[src/logic/arcade_pkg.sv]
// Arcade I/O shared definitions
`default_nettype none

package arcade_pkg;

	// ------------------------------
	// vector types
	typedef logic [10:0] ps2_key_t;       // toggle, pressed, code
	typedef logic [7:0]  key_code_t;
	typedef logic [7:0]  joy_t;
	typedef logic [31:0] status_t;
	typedef logic [1:0]  board_buttons_t;
	typedef logic [1:0]  color2_t;
	typedef logic [5:0]  color6_t;
	typedef logic [11:0] audio_t;         // unsigned
	typedef logic [1:0]  scanline_t;

	// ------------------------------
	// ps2 event fields
	localparam int ps2_toggle  = 10;
	localparam int ps2_pressed = 9;

	// scan codes, set 2
	localparam key_code_t key_up     = 8'h75;
	localparam key_code_t key_down   = 8'h72;
	localparam key_code_t key_left   = 8'h6B;
	localparam key_code_t key_right  = 8'h74;
	localparam key_code_t key_coin   = 8'h76; // esc
	localparam key_code_t key_start1 = 8'h05; // f1
	localparam key_code_t key_start2 = 8'h06; // f2
	localparam key_code_t key_fire1  = 8'h29; // space
	localparam key_code_t key_fire2  = 8'h11; // alt

	// ------------------------------
	// joystick bit positions
	localparam int joy_right   = 0;
	localparam int joy_left    = 1;
	localparam int joy_down    = 2;
	localparam int joy_up      = 3;
	localparam int joy_fire    = 4;
	localparam int joy_barrier = 5;

	// status word and board button bits
	localparam int st_reset   = 0;
	localparam int st_rotate  = 2;        // 0 selects rotated controls
	localparam int st_scan_lo = 3;        // scanlines in 4..3
	localparam int st_reset2  = 6;
	localparam int bb_reset   = 1;

endpackage

`default_nettype wire

[src/logic/key_latch.sv]
// PS/2 key event latch
`timescale 1ns/1ns
`default_nettype none

module key_latch (
	input  wire                 clk_mist,
	input  wire                 rst,
	input  wire arcade_pkg::ps2_key_t ps2_key,
	output logic                btn_up,
	output logic                btn_down,
	output logic                btn_left,
	output logic                btn_right,
	output logic                btn_coin,
	output logic                btn_start1,
	output logic                btn_start2,
	output logic                btn_fire1,
	output logic                btn_fire2
);

	import arcade_pkg::*;

	logic      toggle_q;
	logic      new_event;
	logic      pressed;
	key_code_t code;

	assign code      = ps2_key[7:0];
	assign pressed   = ps2_key[ps2_pressed];
	assign new_event = (ps2_key[ps2_toggle] != toggle_q);

	// follows the toggle every cycle, so no event is seen out of reset
	always_ff @(posedge clk_mist) begin
		toggle_q <= ps2_key[ps2_toggle];
	end

	// ------------------------------
	// button levels
	always_ff @(posedge clk_mist) begin
		if (rst) begin
			btn_up     <= 1'b0;
			btn_down   <= 1'b0;
			btn_left   <= 1'b0;
			btn_right  <= 1'b0;
			btn_coin   <= 1'b0;
			btn_start1 <= 1'b0;
			btn_start2 <= 1'b0;
			btn_fire1  <= 1'b0;
			btn_fire2  <= 1'b0;
		end else if (new_event) begin
			case (code)
				key_up:     btn_up     <= pressed;
				key_down:   btn_down   <= pressed;
				key_left:   btn_left   <= pressed;
				key_right:  btn_right  <= pressed;
				key_coin:   btn_coin   <= pressed;
				key_start1: btn_start1 <= pressed;
				key_start2: btn_start2 <= pressed;
				key_fire1:  btn_fire1  <= pressed;
				key_fire2:  btn_fire2  <= pressed;
				default: ; // other keys ignored
			endcase
		end
	end

endmodule

`default_nettype wire

[src/logic/control_mapper.sv]
// Game control mapper
`timescale 1ns/1ns
`default_nettype none

module control_mapper (
	input  wire                  clk_mist,
	input  wire                  rst,
	input  wire                  btn_up,
	input  wire                  btn_down,
	input  wire                  btn_left,
	input  wire                  btn_right,
	input  wire                  btn_coin,
	input  wire                  btn_start1,
	input  wire                  btn_start2,
	input  wire                  btn_fire1,
	input  wire                  btn_fire2,
	input  wire arcade_pkg::joy_t    joystick_0,
	input  wire arcade_pkg::joy_t    joystick_1,
	input  wire arcade_pkg::status_t status,
	output logic                 game_left,
	output logic                 game_right,
	output logic                 game_fire,
	output logic                 game_barrier,
	output logic                 game_coin,
	output logic                 game_start1,
	output logic                 game_start2
);

	import arcade_pkg::*;

	logic rotated;
	logic left_src;
	logic right_src;
	logic fire_src;
	logic barrier_src;

	assign rotated = ~status[st_rotate];

	// rotated cabinet: down/up become left/right
	assign left_src = rotated ?
		(btn_down | joystick_0[joy_down] | joystick_1[joy_down]) :
		(btn_left | joystick_0[joy_left] | joystick_1[joy_left]);
	assign right_src = rotated ?
		(btn_up | joystick_0[joy_up] | joystick_1[joy_up]) :
		(btn_right | joystick_0[joy_right] | joystick_1[joy_right]);

	assign fire_src    = btn_fire1 | joystick_0[joy_fire] | joystick_1[joy_fire];
	assign barrier_src = btn_fire2 | joystick_0[joy_barrier] | joystick_1[joy_barrier];

	always_ff @(posedge clk_mist) begin
		if (rst) begin
			game_left    <= 1'b0;
			game_right   <= 1'b0;
			game_fire    <= 1'b0;
			game_barrier <= 1'b0;
			game_coin    <= 1'b0;
			game_start1  <= 1'b0;
			game_start2  <= 1'b0;
		end else begin
			game_left    <= left_src;
			game_right   <= right_src;
			game_fire    <= fire_src;
			game_barrier <= barrier_src;
			game_coin    <= btn_coin;   // straight through
			game_start1  <= btn_start1;
			game_start2  <= btn_start2;
		end
	end

endmodule

`default_nettype wire

[src/logic/reset_stretch.sv]
// Game reset stretcher
`timescale 1ns/1ns
`default_nettype none

module reset_stretch #(
	parameter int reset_hold = 8
) (
	input  wire                         clk_mist,
	input  wire                         rst,
	input  wire arcade_pkg::status_t        status,
	input  wire arcade_pkg::board_buttons_t buttons,
	output logic                        game_reset
);

	import arcade_pkg::*;

	localparam int cnt_w = $clog2(reset_hold + 1);

	logic             request;
	logic [cnt_w-1:0] hold_cnt;

	// osd reset, osd reset entry, board button
	assign request = status[st_reset] | status[st_reset2] | buttons[bb_reset];

	// ------------------------------
	// hold counter, reloaded while a request lasts
	always_ff @(posedge clk_mist) begin
		if (rst || request) begin
			hold_cnt <= cnt_w'(reset_hold);
		end else if (hold_cnt != '0) begin
			hold_cnt <= hold_cnt - cnt_w'(1);
		end
	end

	// registered, one cycle behind the request
	always_ff @(posedge clk_mist) begin
		if (rst) begin
			game_reset <= 1'b1;
		end else begin
			game_reset <= request | (hold_cnt != '0);
		end
	end

endmodule

`default_nettype wire

[src/logic/pixel_blanker.sv]
// Video blanking and colour widening
`timescale 1ns/1ns
`default_nettype none

module pixel_blanker (
	input  wire                    clk_mist,
	input  wire                    rst,
	input  wire arcade_pkg::color2_t   r_in,
	input  wire arcade_pkg::color2_t   g_in,
	input  wire arcade_pkg::color2_t   b_in,
	input  wire                    hs_in,
	input  wire                    vs_in,
	input  wire                    hblank_bg,
	input  wire                    hblank_fg,
	input  wire                    vblank,
	input  wire arcade_pkg::status_t   status,
	input  wire                    scandoubler_d,
	output arcade_pkg::color6_t    vga_r,
	output arcade_pkg::color6_t    vga_g,
	output arcade_pkg::color6_t    vga_b,
	output logic                   vga_hs,
	output logic                   vga_vs,
	output arcade_pkg::scanline_t  scanlines
);

	import arcade_pkg::*;

	logic blank;

	assign blank = hblank_bg | hblank_fg | vblank; // either layer or vertical

	// ------------------------------
	// colour, syncs and scanlines share one register stage
	always_ff @(posedge clk_mist) begin
		if (rst) begin
			vga_r     <= '0;
			vga_g     <= '0;
			vga_b     <= '0;
			vga_hs    <= 1'b0;
			vga_vs    <= 1'b0;
			scanlines <= '0;
		end else begin
			vga_r  <= blank ? color6_t'(0) : {3{r_in}};
			vga_g  <= blank ? color6_t'(0) : {3{g_in}};
			vga_b  <= blank ? color6_t'(0) : {3{b_in}};
			vga_hs <= hs_in;
			vga_vs <= vs_in;
			// no scanlines on the 15 kHz path
			scanlines <= scandoubler_d ? scanline_t'(0) :
				status[st_scan_lo +: $bits(scanline_t)];
		end
	end

endmodule

`default_nettype wire

[src/logic/sigma_delta_dac.sv]
// First-order sigma-delta audio DAC
`timescale 1ns/1ns
`default_nettype none

module sigma_delta_dac #(
	parameter int dac_bits = 16
) (
	input  wire                 clk_mist,
	input  wire                 rst,
	input  wire arcade_pkg::audio_t audio,
	output logic                audio_out
);

	import arcade_pkg::*;

	localparam int pad_bits = dac_bits - $bits(audio_t);

	logic [dac_bits-1:0] din;
	logic [dac_bits-1:0] acc;
	logic [dac_bits:0]   sum;

	assign din = {audio, {pad_bits{1'b0}}}; // sample in the top bits
	assign sum = {1'b0, acc} + {1'b0, din};

	// ------------------------------
	// carry out is the pulse density
	always_ff @(posedge clk_mist) begin
		if (rst) begin
			acc       <= '0;
			audio_out <= 1'b0;
		end else begin
			acc       <= sum[dac_bits-1:0];
			audio_out <= sum[dac_bits];
		end
	end

endmodule

`default_nettype wire

[src/logic/arcade_io_top.sv]
// Arcade board I/O glue top
`timescale 1ns/1ns
`default_nettype none

module arcade_io_top #(
	parameter int dac_bits   = 16,
	parameter int reset_hold = 8
) (
	input  wire                         clk_mist,
	input  wire                         rst,
	input  wire arcade_pkg::ps2_key_t       ps2_key,
	input  wire arcade_pkg::joy_t           joystick_0,
	input  wire arcade_pkg::joy_t           joystick_1,
	input  wire arcade_pkg::status_t        status,
	input  wire arcade_pkg::board_buttons_t buttons,
	input  wire                         scandoubler_d,
	input  wire arcade_pkg::color2_t        r_in,
	input  wire arcade_pkg::color2_t        g_in,
	input  wire arcade_pkg::color2_t        b_in,
	input  wire                         hs_in,
	input  wire                         vs_in,
	input  wire                         hblank_bg,
	input  wire                         hblank_fg,
	input  wire                         vblank,
	input  wire arcade_pkg::audio_t         audio,
	output logic                        game_left,
	output logic                        game_right,
	output logic                        game_fire,
	output logic                        game_barrier,
	output logic                        game_coin,
	output logic                        game_start1,
	output logic                        game_start2,
	output logic                        game_reset,
	output arcade_pkg::color6_t         vga_r,
	output arcade_pkg::color6_t         vga_g,
	output arcade_pkg::color6_t         vga_b,
	output logic                        vga_hs,
	output logic                        vga_vs,
	output arcade_pkg::scanline_t       scanlines,
	output logic                        audio_out
);

	// keyboard button levels
	logic btn_up;
	logic btn_down;
	logic btn_left;
	logic btn_right;
	logic btn_coin;
	logic btn_start1;
	logic btn_start2;
	logic btn_fire1;
	logic btn_fire2;

	// ------------------------------
	// controls
	key_latch u_key_latch (
		.clk_mist   (clk_mist),
		.rst        (rst),
		.ps2_key    (ps2_key),
		.btn_up     (btn_up),
		.btn_down   (btn_down),
		.btn_left   (btn_left),
		.btn_right  (btn_right),
		.btn_coin   (btn_coin),
		.btn_start1 (btn_start1),
		.btn_start2 (btn_start2),
		.btn_fire1  (btn_fire1),
		.btn_fire2  (btn_fire2)
	);

	control_mapper u_control_mapper (
		.clk_mist     (clk_mist),
		.rst          (rst),
		.btn_up       (btn_up),
		.btn_down     (btn_down),
		.btn_left     (btn_left),
		.btn_right    (btn_right),
		.btn_coin     (btn_coin),
		.btn_start1   (btn_start1),
		.btn_start2   (btn_start2),
		.btn_fire1    (btn_fire1),
		.btn_fire2    (btn_fire2),
		.joystick_0   (joystick_0),
		.joystick_1   (joystick_1),
		.status       (status),
		.game_left    (game_left),
		.game_right   (game_right),
		.game_fire    (game_fire),
		.game_barrier (game_barrier),
		.game_coin    (game_coin),
		.game_start1  (game_start1),
		.game_start2  (game_start2)
	);

	reset_stretch #(
		.reset_hold (reset_hold)
	) u_reset_stretch (
		.clk_mist   (clk_mist),
		.rst        (rst),
		.status     (status),
		.buttons    (buttons),
		.game_reset (game_reset)
	);

	// ------------------------------
	// video and audio
	pixel_blanker u_pixel_blanker (
		.clk_mist      (clk_mist),
		.rst           (rst),
		.r_in          (r_in),
		.g_in          (g_in),
		.b_in          (b_in),
		.hs_in         (hs_in),
		.vs_in         (vs_in),
		.hblank_bg     (hblank_bg),
		.hblank_fg     (hblank_fg),
		.vblank        (vblank),
		.status        (status),
		.scandoubler_d (scandoubler_d),
		.vga_r         (vga_r),
		.vga_g         (vga_g),
		.vga_b         (vga_b),
		.vga_hs        (vga_hs),
		.vga_vs        (vga_vs),
		.scanlines     (scanlines)
	);

	sigma_delta_dac #(
		.dac_bits (dac_bits)
	) u_sigma_delta_dac (
		.clk_mist  (clk_mist),
		.rst       (rst),
		.audio     (audio),
		.audio_out (audio_out) // same stream feeds both channels on the board
	);

endmodule

`default_nettype wire

[config.mk]
export PLATFORM = sky130hd
export DESIGN_NAME = arcade_io_top
export DESIGN_NICKNAME = d
export VERILOG_FILES = /design/src/logic/arcade_pkg.sv /design/src/logic/key_latch.sv /design/src/logic/control_mapper.sv /design/src/logic/reset_stretch.sv /design/src/logic/pixel_blanker.sv /design/src/logic/sigma_delta_dac.sv /design/src/logic/arcade_io_top.sv
export SDC_FILE = /design/constraint.sdc
export NUM_CORES = 1
export LEC_CHECK = 0
export ABC_AREA = 1
export BUFFER_PORTS_ARGS = -buffer_cell sky130_fd_sc_hd__buf_4
export CELL_PAD_IN_SITES_DETAIL_PLACEMENT = 0
export CELL_PAD_IN_SITES_GLOBAL_PLACEMENT = 1
export CORE_MARGIN = 2
export CORE_UTILIZATION = 33
export DETAILED_ROUTE_END_ITERATION = 8
export PLACE_DENSITY_LB_ADDON = 0.1
export REMOVE_ABC_BUFFERS = 1
export SYNTH_ARGS = -nofsm -noshare
export SYNTH_HDL_FRONTEND = slang
export SYNTH_SLANG_ARGS = --single-unit
[constraint.sdc]
create_clock -name clk_mist -period 3.46 [get_ports clk_mist]
set_input_delay 0.692 -clock clk_mist [delete_from_list [all_inputs] [get_ports clk_mist]]
set_output_delay 0.692 -clock clk_mist [all_outputs]
set_load 0.05 [all_outputs]
==> run metrics <==
IO Pins 118; DRT Pass-1 Iters 4; Vias 2184; gr usage total 13.2%; Critical Path Sink Type flip-flop; post-DP HPWL 4020 um; Hold EP u_control_mapper.game_start2; Final Hold Violating Endpoints 0; crit path time final 1980 ps; setup tns final 0 ps; CP arrival 2180 ps; most common cell after layout, fill and taps aside buf_4; drt total wl 5030 um; vias in the first global route 1915; Final Wtd Congestion 0.769; vias per inst 4.33; max_cap viols 0; drt initial violations 53; r2r setup slk 1710 ps; cells on worst reg2reg path 10; Synth Instances 333; P per Cell Area 466 nW/um2; Routed WL per cell 9.99 um; CORE AREA 6870 um2; sequential fraction of the synthesis area 38.0%; row cnt 30; mapped cell area 2370 um2; Post-CTS Hold Buffers 0; Slew HR 49.5%; Worst Skew 8.09 ps; largest net degree at the start of global routing 21; distinct cell type count of the synthesized netlist 29; hold_ws 427 ps; Startpoint Class input port; Clock Latency Late Sink 300 ps; placed insts 496; first-pass GRT wire length 8190 um; total CTS buffers 5; Pwr Total 0.00145 W; Layout area overhead 31.1%; met2 wire len 2400 um; clk root buf clkbuf_8; # port buffers 84; Peak VDD IR 0.142 mV; drc violations 0; Final Max Tran Viols 0; HP Start u_key_latch.btn_start2; initial antenna violation count 0; WL met3 322 um; setup bufs post-CTS 0; die area 7870 um2; Initial Util 34.5%; maximum clock rate 505 MHz; Yosys reg bits 45; htree depth 2; metal1 wirelength 2270 um; WHS Path Cells 2; most frequent cells in the layout 84 x buf_4, 69 x nand2_1, 50 x nor2_1; Util after Layout 45.2%; Final Cycle Share 57.2%; reg-to-reg startpoint u_sigma_delta_dac.acc[4]; die height 88.7 um; Hold Path Class flip-flop to flip-flop; Critical Path RT 3660 ps; TritonCTS Sinks 45; worst-path fanout max 4; Setup Viol. Count Final 0; worst r2r dst u_sigma_delta_dac.audio_out; final-stage net count 509; Mean Syn Cell Area 7.11 um2; Max clock buf depth 2; TritonCTS clock tree yes; Die X 88.7 um; status completed; Tightest Pin Transition 756 ps; ratio of cells with drive above 1 in the final layout 26.0%; critical path class input port to flip-flop; RSZ-0062 raised after global routing no; Worst-path clk slew 90 ps; Leakage 1.58 nW; uppermost routed layer met4; grt total ovfl 0; n_diodes 0; DRT antenna net count 0; # resized after CTS 0; Cell Count, Final, Fillers Out 504; Yosys warning total 0
-- registers in the layout, summed over array words and instances, names as in the netlist, 2 cells and up --
signal,cells
u_pixel_blanker.scanlines,2
u_pixel_blanker.vga_b,2
u_pixel_blanker.vga_g,2
u_pixel_blanker.vga_r,2
u_reset_stretch.hold_cnt,4
u_sigma_delta_dac.acc,12
-- synthesized netlist by cell type --
| cell | instances | area, um2 |
|---|---|---|
| nor3_4 | 1 | 16.3 |
| nor4_1 | 2 | 12.5 |
| and2_1 | 2 | 12.5 |
| nand4_2 | 1 | 12.5 |
| nor3b_1 | 2 | 15.0 |
| a21oi_2 | 1 | 8.76 |
| o21ai_0 | 2 | 10.0 |
| xnor2_1 | 2 | 17.5 |
| o21ai_1 | 9 | 45.0 |
| xor2_1 | 2 | 17.5 |
| nor2_1 | 50 | 188 |
| inv_1 | 46 | 173 |
| nor4_4 | 1 | 21.3 |
| fa_1 | 1 | 20.0 |
| nor3_1 | 11 | 55.1 |
| buf_4 | 14 | 105 |
| ha_1 | 14 | 175 |
| nand2_1 | 69 | 259 |
| nand4_1 | 6 | 37.5 |
| nor3_2 | 1 | 10.0 |
| o22ai_1 | 1 | 6.26 |
| a21oi_1 | 15 | 75.1 |
| a31oi_1 | 2 | 12.5 |
| dfxtp_1 | 45 | 901 |
| buf_2 | 2 | 10.0 |
| a211oi_1 | 2 | 15.0 |
| clkdlybuf4s25_2 | 1 | 10.0 |
| inv_2 | 10 | 37.5 |
| nand3_1 | 18 | 90.1 |
-- per-stage QoR --
| step | instance area [um2] | setup WS, ps |
|---|---|---|
| 3_5_place_dp | 2990 | 1160 |
| 5_1_grt | 3110 | 1330 |
| 6_report | 3110 | 1480 |
| 3_3_place_gp | 2990 | 1170 |
| 4_1_cts | 3110 | 1480 |
| 2_1_floorplan | 2240 | 1490 |
-- per-layer routing --
| layer | GRT usage, % | vias to the layer above |
|---|---|---|
| met2 | 23.1 | 59 |
| met5 | 0 | - |
| met1 | 16.1 | 936 |
| met4 | 3.72 | 0 |
| li1 | - | 1187 |
| met3 | 3.36 | 2 |
-- cell type report --
type / instances / area (um2)
inverters: 56 / 210
well taps: 96 / 120
fillers: 772 / 3760
multi-input cells: 215 / 1130
repair buffers: 84 / 631
clock inverters: 2 / 38.8
clock buffers: 6 / 72.6
flip-flops and latches: 45 / 901
-- power by group --
part	internal, W	switching [W]
Sequential	0.000566	0.0000152
Clock	0.000217	0.000183
Combinational	0.000180	0.000286
-- worst max-delay path: stages --
cell and delay [ps]:
buf_4 110, ha_1 230, fa_1 440, nand2_1 100, inv_2 40, a21oi_2 240
inv_2 60, nand3_1 70, nand3_1 80, nand2_1 60, inv_1 40
-- worst max-delay path by stage --
stage              from                          end  slack [ps]  depth (start not counted)
2_1_floorplan  audio[0]    u_sigma_delta_dac.acc[12]        1490                         10
5_1_grt        audio[0]    u_sigma_delta_dac.acc[12]        1330                         11
6_report       audio[0]  u_sigma_delta_dac.audio_out        1480                         11
3_5_place_dp   audio[0]    u_sigma_delta_dac.acc[12]        1160                         11
3_3_place_gp   audio[0]  u_sigma_delta_dac.audio_out        1170                         11
4_1_cts        audio[0]  u_sigma_delta_dac.audio_out        1480                         11
-- logic make-up after synthesis --
logic type	count (synthesis)	share of synthesized area [%]
buffers and inverters	73	14.2
adders and majority gates	15	8.24
xor gates and xnor gates	4	1.48
DFF	45	38.0
and+or+nand+nor	164	30.8
AOI/OAI and AO/OA	32	7.29
Note: power is estimated with default switching activity, not from simulation.
